==> src/hdl/ahb_mmio_params.svh <==
// AHB-Lite MMIO subsystem build parameters
// Bus widths, fixed PMA region map and UART credit depth

`ifndef AHB_MMIO_PARAMS_SVH
`define AHB_MMIO_PARAMS_SVH

// Bus widths
`define AHB_AW 32
`define AHB_DW 32

//////////////////////////////////////////////////////////////////////
// Region map
//////////////////////////////////////////////////////////////////////

// RAM, TOR range from RAM_BASE up to RAM_BASE + 4*RAM_WORDS
`define RAM_BASE 32'h8000_0000
`define RAM_WORDS 1024
`define RAM_AW ($clog2(`RAM_WORDS))

// Tohost, 16-byte NAPOT block
`define TOHOST_BASE 32'h8000_1000
`define TOHOST_BYTES 16

// UART transmit, single NA4 word
`define UART_TX_ADDR 32'h8000_1080

// Credits held by the UART sender after reset
`define UART_CREDITS 4

`endif

==> src/hdl/ahb_mmio_pkg.sv <==
// AHB-Lite MMIO subsystem types
// Transfer type, transfer size, controller states and target select

package ahb_mmio_pkg;

  // HTRANS encodings
  typedef enum logic [1:0] {
    IDLE   = 2'b00,
    BUSY   = 2'b01,
    NONSEQ = 2'b10,
    SEQ    = 2'b11
  } htrans_t;

  // HSIZE encodings, only up to one bus word
  typedef enum logic [2:0] {
    BYTE = 3'b000,
    HALF = 3'b001,
    WORD = 3'b010
  } hsize_t;

  // Bus controller data phase states
  typedef enum logic [2:0] {
    ST_IDLE,
    ST_DATA,
    ST_WAIT,
    ST_ERR1,
    ST_ERR2
  } ctrl_state_t;

  // Decoded target of an address phase
  typedef enum logic [1:0] {
    TGT_NONE   = 2'b00,
    TGT_RAM    = 2'b01,
    TGT_TOHOST = 2'b10,
    TGT_UART   = 2'b11
  } target_t;

endpackage

==> src/hdl/host_mmio.sv <==
// Host MMIO registers
// Tohost result register and UART transmit register. Bytes leave on
// uart_data_o with a one-cycle uart_valid_o, each spending one credit;
// the consumer returns credits by pulsing uart_credit_i.

`timescale 1ns/10ps

`include "ahb_mmio_params.svh"

module host_mmio import ahb_mmio_pkg::*; (
  input  logic                 HCLK,
  input  logic                 reset_i,
  input  logic                 we_i,
  input  target_t              sel_i,
  input  logic [`AHB_DW-1:0]   wdata_i,
  input  logic                 uart_credit_i,
  output logic [`AHB_DW-1:0]   rdata_o,
  output logic [`AHB_DW-1:0]   tohost_o,
  output logic                 uart_ready_o,
  output logic [7:0]           uart_data_o,
  output logic                 uart_valid_o
);

  localparam int CW = $clog2(`UART_CREDITS + 1);

  logic [CW-1:0] credits;
  logic          uart_send;

  //////////////////////////////////////////////////////////////////////
  // Tohost
  //////////////////////////////////////////////////////////////////////

  always_ff @(posedge HCLK) begin
    if (reset_i) begin
      tohost_o <= '0;
    end else if (we_i && (sel_i == TGT_TOHOST)) begin
      tohost_o <= wdata_i;
    end
  end

  // Only tohost is readable
  assign rdata_o = tohost_o;

  //////////////////////////////////////////////////////////////////////
  // UART transmit
  //////////////////////////////////////////////////////////////////////

  // Never send without a credit
  assign uart_send    = we_i && (sel_i == TGT_UART) && uart_ready_o;
  assign uart_valid_o = uart_send;
  assign uart_data_o  = wdata_i[7:0];
  assign uart_ready_o = credits != '0;

  // Spend on send, refill on credit pulse, both at once cancel
  always_ff @(posedge HCLK) begin
    if (reset_i) begin
      credits <= CW'(`UART_CREDITS);
    end else begin
      case ({uart_send, uart_credit_i})
        2'b10:   credits <= credits - 1'b1;
        2'b01:   credits <= credits + 1'b1;
        default: credits <= credits;
      endcase
    end
  end

endmodule

==> config.mk <==
export PLATFORM = sky130hd
export DESIGN_NAME = host_mmio
export DESIGN_NICKNAME = d
export VERILOG_FILES = /design/src/hdl/ahb_mmio_pkg.sv /design/src/hdl/host_mmio.sv
export VERILOG_INCLUDE_DIRS = /design/src /design/src/hdl
export SDC_FILE = /design/constraint.sdc
export NUM_CORES = 1
export LEC_CHECK = 0
export ABC_AREA = 1
export BUFFER_PORTS_ARGS = -buffer_cell sky130_fd_sc_hd__buf_2
export CORE_MARGIN = 10
export CORE_UTILIZATION = 38
export CTS_BUF_LIST = sky130_fd_sc_hd__clkbuf_2 sky130_fd_sc_hd__clkbuf_4 sky130_fd_sc_hd__clkbuf_8
export DETAILED_ROUTE_END_ITERATION = 12
export PLACE_DENSITY = 0.81
export SLEW_MARGIN = 20
export SYNTH_ARGS = -nofsm -noshare
export SYNTH_HDL_FRONTEND = slang
export SYNTH_SLANG_ARGS = --single-unit
==> constraint.sdc <==
create_clock -name HCLK -period 1.55 [get_ports HCLK]
set_input_delay 0.2325 -clock HCLK [delete_from_list [all_inputs] [get_ports HCLK]]
set_output_delay 0.2325 -clock HCLK [all_outputs]
set_load 0.005 [all_outputs]
==> summary.md <==
| Metric | Value |
|---|---|
| Root Driver | `clkbuf_8` |
| Pre-CTS setup slack | `-61.8 ps` |
| RePlAce Congestion | `~0.75` |
| Setup Crit Path Kind | `flop to flop` |
| Final Hold Viols | `0` |
| Clock Tree Buf Depth | `2` |
| Clock network power share | `between 30% and 40%` |
| Post-route cell area | `between 2000 and 2500 sq um` |
| Syn nets | `246` |
| Slowest stage delay, CP | `roughly 520 ps` |
| Tmin final | `around 1500 ps` |
| Combinational share of power | `16.4%` |
| Mapped Cells | `206` |
| PwrDens | `just under 1000 nW/um^2` |
| Die area | `roughly 7300 sq um` |
| Vias per inst | `4.41` |
| # DRC | `0` |
| Least-Margin Pin Slew | `just over 500 ps` |
| Die Ht | `85.2 um` |
| Seq pwr share | `48.3%` |
| Yosys top cell area share | `around 43%` |
| Post-Route Utilization | `between 50% and 60%` |
| Crit-path cells | `inv_2, nand3_2, nand3_2, ha_4, inv_2, fa_2, o21ai_1, a21oi_1` |
| Seq/Total Area, Yosys | `between 40% and 50%` |
| H-tree depth | `2` |
| Initial antenna violation count | `0` |
| Area growth syn-to-layout | `27.7%` |
| Synth Area per Inst | `7.85 sq um` |
| Final worst clock skew | `between 0.08 and 0.09 ps` |
| Tcrit/Tclk final | `between 90 and 100%` |
| Worst min path class | `input port to flop` |
| Lkg Pwr | `~1.2 nW` |
| Rows | `23` |
| Largest net degree at the start of global routing | `36` |
| P_sw | `0.000503 W` |
| Max Slew Vio Count | `0` |
| RSZ-0062 raised after global routing | `yes` |
| Sw frac | `between 20% and 30%` |
| Internal power | `around 0.0015 W` |
| Clock transition at path regs | `70 ps` |
| WP data required | `~1800 ps` |
| Slew headroom | `65.6%` |
| Cts-stage hold buffer count | `0` |
| Yosys reg bits | `35` |
| Crit path launch type | `flop` |
| Ant diodes | `0` |
| Crit path buf inv count | `2` |
| Peak Freq | `about 650 MHz` |
| Antenna viol nets, final | `0` |
| Crit. End Element | `flop` |
| Top Ports | `~110` |
| CTS tree | `yes` |
| WL/cell | `about 13 um` |
| First-pass GRT wire length | `between 7 and 8 mm` |
| Max Cap Viol | `0` |
| Worst-Skew Late Latency | `280 ps` |
| GRT Total Usage | `between 10% and 20%` |
| Final worst slack | `~14 ps` |
| VDD IR max | `~0.42 mV` |
| Layout cells sized above 1 | `between 50% and 60%` |
| Area after DPL | `about 1900 sq um` |
| Die Span X | `roughly 85 um` |
| Most area-consuming cells after synthesis | `dfxtp_1 (43%), buf_4 (20%), nor2_1 (15%)` |
| Crit-path slowest cell | `fa_2` |
| Number of global-route vias before repair | `between 1,500 and 2,000` |
| Outcome | `finished, final reports clean` |
| Routed WL | `around 4.5 mm` |
| Yosys warning count | `0` |
| Final setup fails | `0` |
| CP arrival | `1740 ps` |
| Total number of vias | `between 1,000 and 1,500` |
| Grt ovf | `0` |
| Final HPWL DP | `3.35 mm` |
| Sink Count | `35` |
| Core area | `between 4000 and 5000 sq um` |
| CP Max Fanout | `2` |
| Starting DRT DRC Count | `35` |
| Starting Density | `approximately 40%` |
| Yosys top cell by area | `dfxtp_1` |
| Cell variety after synth | `18` |
| Worst path top cell family by delay | `adder cells` |
| Num CTS Buffers | `5` |
| Detailed-router iteration count before antenna repair | `4` |
| Final nets | `roughly 320` |
| Number of I/O port buffers | `111` |
| Cell Area, Synth | `between 1500 and 2000 sq um` |
## logic make-up (layout without fill, tap and decap cells)
logic type	after synthesis	in the layout	share of synthesized area (%)
AO/OA/AOI/OAI	36	36	11.1
adder cells (fa/ha/maj)	2	2	2.01
buffers and inverters	59	137	25.2
flip-flops	35	35	43.3
AND/OR/NAND/NOR	74	74	18.3
## path summary, 6_finish.rpt
kind	startpoint	end	slack, ps	cells past startpoint
worst max-delay path	credits[2]	credits[1]	10	8
worst min-delay path	wdata_i[14]	rdata_o[14]	170	3
worst max register to register	credits[2]	credits[1]	10	8
worst min register to register	credits[2]	credits[2]	470	2
## tightest hold or removal path: stages
cell,delay [ps]
buf_2,70
nor2_1,30
nor2_1,80
## synthesized netlist by cell type, drive strengths merged
| cell | n |
|---|---|
| a21oi | 2 |
| nor2 | 65 |
| nand3 | 4 |
| fa | 1 |
| o21ai | 34 |
| nand4 | 1 |
| inv | 10 |
| ha | 1 |
| buf | 48 |
| clkbuf | 1 |
| dfxtp | 35 |
| nand2 | 4 |
## registers in the layout, indices dropped and copies added, names as in the netlist
| name | flops |
|---|---|
| rdata_o | 32 |
| credits | 3 |
## per-stage QoR
stage	setup TNS, ps	cells	power, W	hold slack [ps]
3_3_place_gp	-3.57	324	0.00131	440
6_report	0	334	0.00205	173
4_1_cts	0	332	0.00207	165
3_5_place_dp	-72.2	324	0.00132	445
2_1_floorplan	0	206	0.00121	367
5_1_grt	-115	334	0.00218	163
## layout by cell type (no fill, tap or decap), drive strengths merged
cell type / netlist / routed
buf: 48 / 119
o21ai: 34 / 34
a21oi: 2 / 2
fa: 1 / 1
nor2: 65 / 65
ha: 1 / 1
nand4: 1 / 1
nand3: 4 / 4
nand2: 4 / 4
inv: 10 / 10
clkbuf: 1 / 8
dfxtp: 35 / 35
## area by class of cell
class	count	area, sq um
fillers	420	1990
flip-flops and latches	35	704
repair buffers	119	616
multi-input cells	112	541
clock buffers	8	104
well taps	50	62.6
inverters	10	37.5
## metal layers
| metal | up-vias | share of wire (%) | GRT usage [%] |
|---|---|---|---|
| li1 | 755 | - | - |
| met1 | 647 | 38 | 12.5 |
| met2 | 66 | 48 | 19.7 |
| met3 | 5 | 12 | 7.07 |
| met4 | 0 | 0.96 | 2.69 |
| met5 | - | 0 | 0 |
## what timing repair did
item	4_1_cts	5_1_grt
setup buffers	0	2
cloned	0	0
pin swaps	1	3
setup endpoints to repair	2	2
gates resized for setup	5	9
## power by group through the flow
stage / combinational, W / sequential, W / clock (W)
floorplan: 0.000196 / 0.00101 / 0
global placement: 0.000312 / 0.00100 / 0
detailed placement: 0.000318 / 0.00100 / 0
CTS: 0.000326 / 0.000986 / 0.000757
global route: 0.000379 / 0.000998 / 0.000800
finish: 0.000337 / 0.000990 / 0.000723
No activity file was read; power rests on OpenSTA's default activity.
