<file path="config.mk">
export PLATFORM = sky130hd
export DESIGN_NAME = ahb_slave_ctrl
export DESIGN_NICKNAME = d
export VERILOG_FILES = /design/src/hdl/ahb_mmio_pkg.sv /design/src/hdl/ahb_slave_ctrl.sv
export VERILOG_INCLUDE_DIRS = /design/src /design/src/hdl
export SDC_FILE = /design/constraint.sdc
export NUM_CORES = 1
export LEC_CHECK = 0
export BUFFER_PORTS_ARGS = -buffer_cell sky130_fd_sc_hd__buf_2
export CELL_PAD_IN_SITES_DETAIL_PLACEMENT = 0
export CELL_PAD_IN_SITES_GLOBAL_PLACEMENT = 1
export CORE_ASPECT_RATIO = 0.9
export CORE_MARGIN = 4
export CORE_UTILIZATION = 35
export CTS_BUF_LIST = sky130_fd_sc_hd__clkbuf_2
export CTS_CLUSTER_DIAMETER = 50
export DETAILED_ROUTE_END_ITERATION = 10
export PLACE_DENSITY = 0.9
export SYNTH_ARGS = -nofsm -noshare
export SYNTH_HDL_FRONTEND = slang
export SYNTH_SLANG_ARGS = --single-unit
</file>
<file path="constraint.sdc">
create_clock -name HCLK -period 7.4 [get_ports HCLK]
set_input_delay 0.74 -clock HCLK [delete_from_list [all_inputs] [get_ports HCLK]]
set_output_delay 0.74 -clock HCLK [all_outputs]
set_load 0.005 [all_outputs]
</file>
<file path="src/hdl/ahb_mmio_params.svh">
// AHB-Lite MMIO subsystem build parameters
// Bus widths, fixed PMA region map and UART credit depth

`ifndef AHB_MMIO_PARAMS_SVH
`define AHB_MMIO_PARAMS_SVH

// Bus widths
`define AHB_AW 32
`define AHB_DW 32

//////////////////////////////////////////////////////////////////////
// Region map
//////////////////////////////////////////////////////////////////////

// RAM, TOR range from RAM_BASE up to RAM_BASE + 4*RAM_WORDS
`define RAM_BASE 32'h8000_0000
`define RAM_WORDS 1024
`define RAM_AW ($clog2(`RAM_WORDS))

// Tohost, 16-byte NAPOT block
`define TOHOST_BASE 32'h8000_1000
`define TOHOST_BYTES 16

// UART transmit, single NA4 word
`define UART_TX_ADDR 32'h8000_1080

// Credits held by the UART sender after reset
`define UART_CREDITS 4

`endif

</file>
<file path="src/hdl/ahb_mmio_pkg.sv">
// AHB-Lite MMIO subsystem types
// Transfer type, transfer size, controller states and target select

package ahb_mmio_pkg;

  // HTRANS encodings
  typedef enum logic [1:0] {
    IDLE   = 2'b00,
    BUSY   = 2'b01,
    NONSEQ = 2'b10,
    SEQ    = 2'b11
  } htrans_t;

  // HSIZE encodings, only up to one bus word
  typedef enum logic [2:0] {
    BYTE = 3'b000,
    HALF = 3'b001,
    WORD = 3'b010
  } hsize_t;

  // Bus controller data phase states
  typedef enum logic [2:0] {
    ST_IDLE,
    ST_DATA,
    ST_WAIT,
    ST_ERR1,
    ST_ERR2
  } ctrl_state_t;

  // Decoded target of an address phase
  typedef enum logic [1:0] {
    TGT_NONE   = 2'b00,
    TGT_RAM    = 2'b01,
    TGT_TOHOST = 2'b10,
    TGT_UART   = 2'b11
  } target_t;

endpackage

</file>
<file path="src/hdl/ahb_slave_ctrl.sv">
// AHB-Lite slave bus controller
// Registers accepted address phases, sequences data phases, UART wait
// states and the two-cycle ERROR response, and steers RAM and MMIO
// accesses. RAM writes land in the data phase or, when a read address
// phase holds the RAM port, in a one-entry buffer with read forwarding.

`timescale 1ns/10ps

`include "ahb_mmio_params.svh"

module ahb_slave_ctrl import ahb_mmio_pkg::*; (
  input  logic                   HCLK,
  input  logic                   reset_i,
  input  logic                   hsel_i,
  input  logic [1:0]             htrans_i,
  input  logic                   hwrite_i,
  input  logic [2:0]             hsize_i,
  input  logic [`AHB_AW-1:0]     haddr_i,
  input  logic [`AHB_DW-1:0]     hwdata_i,
  input  target_t                tgt_i,
  input  logic                   allowed_i,
  input  logic                   uart_ready_i,
  input  logic [`AHB_DW-1:0]     ram_rdata_i,
  input  logic [`AHB_DW-1:0]     mmio_rdata_i,
  output logic [`AHB_DW-1:0]     hrdata_o,
  output logic                   hreadyout_o,
  output logic                   hresp_o,
  output logic                   ram_we_o,
  output logic                   ram_re_o,
  output logic [3:0]             ram_be_o,
  output logic [`RAM_AW-1:0]     ram_addr_o,
  output logic [`AHB_DW-1:0]     ram_wdata_o,
  output logic                   mmio_we_o,
  output target_t                mmio_sel_o,
  output logic [`AHB_DW-1:0]     mmio_wdata_o
);

  ctrl_state_t            state;
  ctrl_state_t            state_nxt;
  htrans_t                htrans;
  logic                   addr_phase;
  logic                   rd_ram;
  logic                   wr_dphase;
  logic                   buf_commit;
  logic [3:0]             be_a;

  // Registered address phase
  target_t                tgt_q;
  logic                   write_q;
  logic [3:0]             be_q;
  logic [`RAM_AW-1:0]     addr_q;

  // Pending RAM write
  logic                   buf_valid;
  logic [`RAM_AW-1:0]     buf_addr;
  logic [3:0]             buf_be;
  logic [`AHB_DW-1:0]     buf_data;
  logic [`AHB_DW-1:0]     ram_merged;

  //////////////////////////////////////////////////////////////////////
  // Address phase
  //////////////////////////////////////////////////////////////////////

  assign htrans = htrans_t'(htrans_i);

  // Single master, so HREADY is our own hreadyout
  assign addr_phase = hsel_i && (htrans == NONSEQ || htrans == SEQ) && hreadyout_o;

  // Byte lanes from size and low address bits
  always_comb begin
    case (hsize_t'(hsize_i))
      BYTE:    be_a = 4'b0001 << haddr_i[1:0];
      HALF:    be_a = 4'b0011 << {haddr_i[1], 1'b0};
      default: be_a = 4'b1111;
    endcase
  end

  // RAM reads issue in the address phase
  assign rd_ram = addr_phase && allowed_i && (tgt_i == TGT_RAM) && !hwrite_i;

  //////////////////////////////////////////////////////////////////////
  // Data phase FSM
  //////////////////////////////////////////////////////////////////////

  always_comb begin
    case (state)
      ST_WAIT: hreadyout_o = uart_ready_i;
      ST_ERR1: hreadyout_o = 1'b0;
      default: hreadyout_o = 1'b1;
    endcase
  end

  // ERROR for both error cycles
  assign hresp_o = (state == ST_ERR1) || (state == ST_ERR2);

  always_comb begin
    state_nxt = state;
    if (hreadyout_o) begin
      if (!addr_phase) begin
        state_nxt = ST_IDLE;
      end else if (!allowed_i) begin
        state_nxt = ST_ERR1;
      end else if (tgt_i == TGT_UART) begin
        state_nxt = ST_WAIT;
      end else begin
        state_nxt = ST_DATA;
      end
    end else if (state == ST_ERR1) begin
      state_nxt = ST_ERR2;
    end
  end

  always_ff @(posedge HCLK) begin
    if (reset_i) begin
      state     <= ST_IDLE;
      tgt_q     <= TGT_NONE;
      write_q   <= 1'b0;
      buf_valid <= 1'b0;
    end else begin
      state <= state_nxt;
      if (addr_phase) begin
        tgt_q   <= tgt_i;
        write_q <= hwrite_i;
      end
      // Write blocked by a read goes to the buffer
      if (wr_dphase && rd_ram) begin
        buf_valid <= 1'b1;
      end else if (buf_commit) begin
        buf_valid <= 1'b0;
      end
    end
  end

  always_ff @(posedge HCLK) begin
    if (addr_phase) begin
      addr_q <= haddr_i[`RAM_AW+1:2];
      be_q   <= be_a;
    end
    if (wr_dphase && rd_ram) begin
      buf_addr <= addr_q;
      buf_be   <= be_q;
      buf_data <= hwdata_i;
    end
  end

  //////////////////////////////////////////////////////////////////////
  // RAM port
  //////////////////////////////////////////////////////////////////////

  assign wr_dphase  = (state == ST_DATA) && write_q && (tgt_q == TGT_RAM);
  // Buffer never holds data during a write data phase
  assign buf_commit = buf_valid && !rd_ram;

  assign ram_re_o    = rd_ram;
  assign ram_we_o    = (wr_dphase && !rd_ram) || buf_commit;
  assign ram_addr_o  = rd_ram ? haddr_i[`RAM_AW+1:2] : (buf_valid ? buf_addr : addr_q);
  assign ram_be_o    = buf_valid ? buf_be : be_q;
  assign ram_wdata_o = buf_valid ? buf_data : hwdata_i;

  // Forward pending bytes over stale RAM data
  always_comb begin
    for (int b = 0; b < 4; b++) begin
      if (buf_valid && (buf_addr == addr_q) && buf_be[b]) begin
        ram_merged[8*b +: 8] = buf_data[8*b +: 8];
      end else begin
        ram_merged[8*b +: 8] = ram_rdata_i[8*b +: 8];
      end
    end
  end

  //////////////////////////////////////////////////////////////////////
  // MMIO port and read mux
  //////////////////////////////////////////////////////////////////////

  // Tohost in a plain data phase, UART once a credit is there
  assign mmio_we_o = ((state == ST_DATA) && write_q && (tgt_q == TGT_TOHOST)) ||
                     ((state == ST_WAIT) && uart_ready_i);
  assign mmio_sel_o   = tgt_q;
  assign mmio_wdata_o = hwdata_i;

  always_comb begin
    case (tgt_q)
      TGT_RAM:    hrdata_o = ram_merged;
      TGT_TOHOST: hrdata_o = mmio_rdata_i;
      default:    hrdata_o = '0;
    endcase
  end

endmodule

</file>
==> flow_summary.json <==
{
  "syn_avg_cell_area_um2": 11.3,
  "antenna_left": 0,
  "area_delta_synth_final_pct": 26.8,
  "yosysSeqAreaShare_pct": 44.9,
  "syn_nets": 527,
  "rsz0062_at_grt": "no",
  "dp_hpwl_mm": 9.58,
  "die_w_um": 125,
  "finalPower_mw": 0.736,
  "antenna_cells": 0,
  "grtUsageMet3_pct": 4.07,
  "crit_arrival_ns": 3.05,
  "clkTransAtPathRegs_ns": 0.23,
  "timing.final.ws_setup_ns": 3.61,
  "wl_per_cell_um": 18.0,
  "synth_warnings": 0,
  "use_met1_pct": 21.3,
  "fillerInstances": 1180,
  "first_pass_iters": 4,
  "maxSlewHeadroom_pct": 18.7,
  "cts_buffers": 9,
  "hold_violations": 0,
  "mostFrequentLayoutCells": "buf_2, edfxtp_1, mux2_2",
  "cts_max_level": 3,
  "pre_cts_ws_ns": 3.93,
  "cts_setup_buffers": 0,
  "gp_congestion": 0.933,
  "ys_ff_latch": 67,
  "portBuffers": 236,
  "power_density_nw_per_um2": 134,
  "fin_skew_ns": 0.0337,
  "top_usage_layer": "met2",
  "dieArea_um2": 14200,
  "vias_per_cell": 5.16,
  "dp_cells": 724,
  "post_cts_resized": 0,
  "start_util_pct": 35.8,
  "drcViolationCount": 0,
  "cts_sinks": 67,
  "setup-tns-final_ns": 0,
  "ctsHoldBuffers": 0,
  "p_leak_nw": 2.42,
  "startpoint_type": "flop",
  "status": "complete, no violations",
  "clock.fmax_mhz": 264,
  "drt-initial-drc-count": 226,
  "rows": 38,
  "cp_data_required_time_ns": 6.66,
  "met2_usage_pct": 31.1,
  "vias": 3820,
  "fin_nets": 718,
  "die_h_um": 113,
  "antenna_found_initial": 0,
  "crit_path_max_fanout": 51,
  "end_kind": "output port",
  "hold_path.class": "input pin to flop",
  "worst-setup-path-type": "flop to output port",
  "grt_start_max_net_pins": 65,
  "finalNonFillerCells": 740,
  "final_common_cell": "buf_2",
  "synthArstFlopShare_pct": 0,
  "tightest_slew_ns": 1.21,
  "grt_pass1_wl_mm": 20.3,
  "core_um2": 12100,
  "clk_path_buf_depth": 2,
  "synth-edff-count": 60,
  "first_global_vias": 4017,
  "fin_crit_sh_pct": 51.2,
  "clock_latency_ns": 0.54,
  "irDropWorstVdd_mv": 0.0738,
  "cap_violations": 0,
  "tritoncts": "done",
  "synth_area_um2": 4320,
  "ys.flop_type": "edfxtp_1",
  "grt_use_total_pct": 17.8,
  "synth_cell_types": 39,
  "finalCriticalPeriod_ns": 3.79,
  "wirelength_mm": 13.3,
  "setup_violations": 0,
  "syn_inst": 384,
  "pin_count": 258,
  "overflow": 0,
  "final-max-slew-violation-count": 0,
  "cts_root_buf": "clkbuf_2",
  "drive_gt1_share_pct": 55.3
}
-- cell families (layout without fill, tap and decap cells) --
logic type      count (synthesis)  after routing  synth area share (%)
simple gates                  102            102                  13.8
compound gates                 79             79                  14.4
mux                            55             55                  15.0
fa+ha+maj                       2              2                 0.579
buf+inv                        69            265                  9.21
xor+xnor                       10             10                  2.03
flops                          67             67                  44.9
-- cell type report --
type | count | area (um2) | share of cell area (%)
clock buffers | 9 | 45.0 | 0.822
clock inverters | 7 | 52.6 | 0.959
inverters | 9 | 33.8 | 0.617
multi-input cells | 248 | 1990 | 36.4
flip-flops and latches | 67 | 1940 | 35.5
well taps | 160 | 200 | 3.65
repair buffers | 240 | 1210 | 22.1
-- state kept, by name, summed over array words and instances (netlist names) --
name	flops
buf_data	32
addr_q	10
buf_addr	10
be_q	4
buf_be	4
state	3
mmio_sel_o	2
buf_valid	1
write_q	1
-- final timing paths --
kind                          startpoint                      to  slack [ns]  cells after the start
setup / recovery  buf_valid$_SDFFE_PP0P_             hrdata_o[0]        3.61                      6
hold / removal                haddr_i[8]     addr_q[6]$_DFFE_PN_        0.37                      1
setup reg to reg   state[0]$_SDFFE_PP0P_  buf_data[14]$_DFFE_PP_        4.37                      5
hold reg to reg        be_q[2]$_DFFE_PN_     buf_be[2]$_DFFE_PP_        0.49                      0
-- cells in the mapped netlist, types with 2 or more instances --
| library cell | n | area (um2) |
|---|---|---|
| nor2b_1 | 3 | 18.8 |
| nand2_1 | 39 | 146 |
| inv_1 | 9 | 33.8 |
| nor4_4 | 2 | 42.5 |
| buf_4 | 32 | 240 |
| edfxtp_1 | 60 | 1800 |
| o21ai_0 | 9 | 45.0 |
| mux2i_1 | 3 | 30.0 |
| clkbuf_1 | 17 | 63.8 |
| dfxtp_1 | 7 | 140 |
| and2_1 | 32 | 200 |
| xor2_1 | 10 | 87.6 |
| nor3b_1 | 2 | 15.0 |
| a311o_1 | 32 | 320 |
| mux2_2 | 43 | 484 |
| mux2_4 | 9 | 135 |
| buf_2 | 9 | 45.0 |
| a31oi_1 | 33 | 206 |
| nor3_2 | 4 | 40.0 |
| ha_1 | 2 | 25.0 |
| and3_1 | 4 | 25.0 |
| nor2_1 | 6 | 22.5 |
-- power breakdown --
group          internal (mW)  total (mW)  switching (mW)  leakage [nW]
clock                 0.0471       0.204           0.157        0.0643
sequential             0.417       0.421         0.00434         0.599
combinational         0.0605       0.111          0.0509          1.76
total                  0.524       0.736           0.212          2.42
-- critical path: stages, from the launching register on --
cell and delay [ns]:
dfxtp_2 0.35, buf_4 0.54, nand2_1 0.17, nor3_2 0.65
and3_1 0.44, a311o_1 0.24, buf_2 0.12
-- per-layer routing --
layer	share of wire [%]	vias to the layer above
met5	0	-
met4	1.9	0
met3	7.3	23
met2	50	160
met1	41	1826
li1	-	1811
-- stage by stage --
| step | util (%) | hold WS, ns | instance area, um2 |
|---|---|---|---|
| after detailed placement | 44.6 | 0.443 | 5380 |
| after global routing | 45.4 | 0.299 | 5480 |
| final | 45.4 | 0.369 | 5480 |
| after CTS | 45.4 | 0.291 | 5480 |
| after global placement | 44.6 | 0.434 | 5380 |
| after floorplan | - | 0.426 | 4320 |
(Power assumes the default switching activity.)
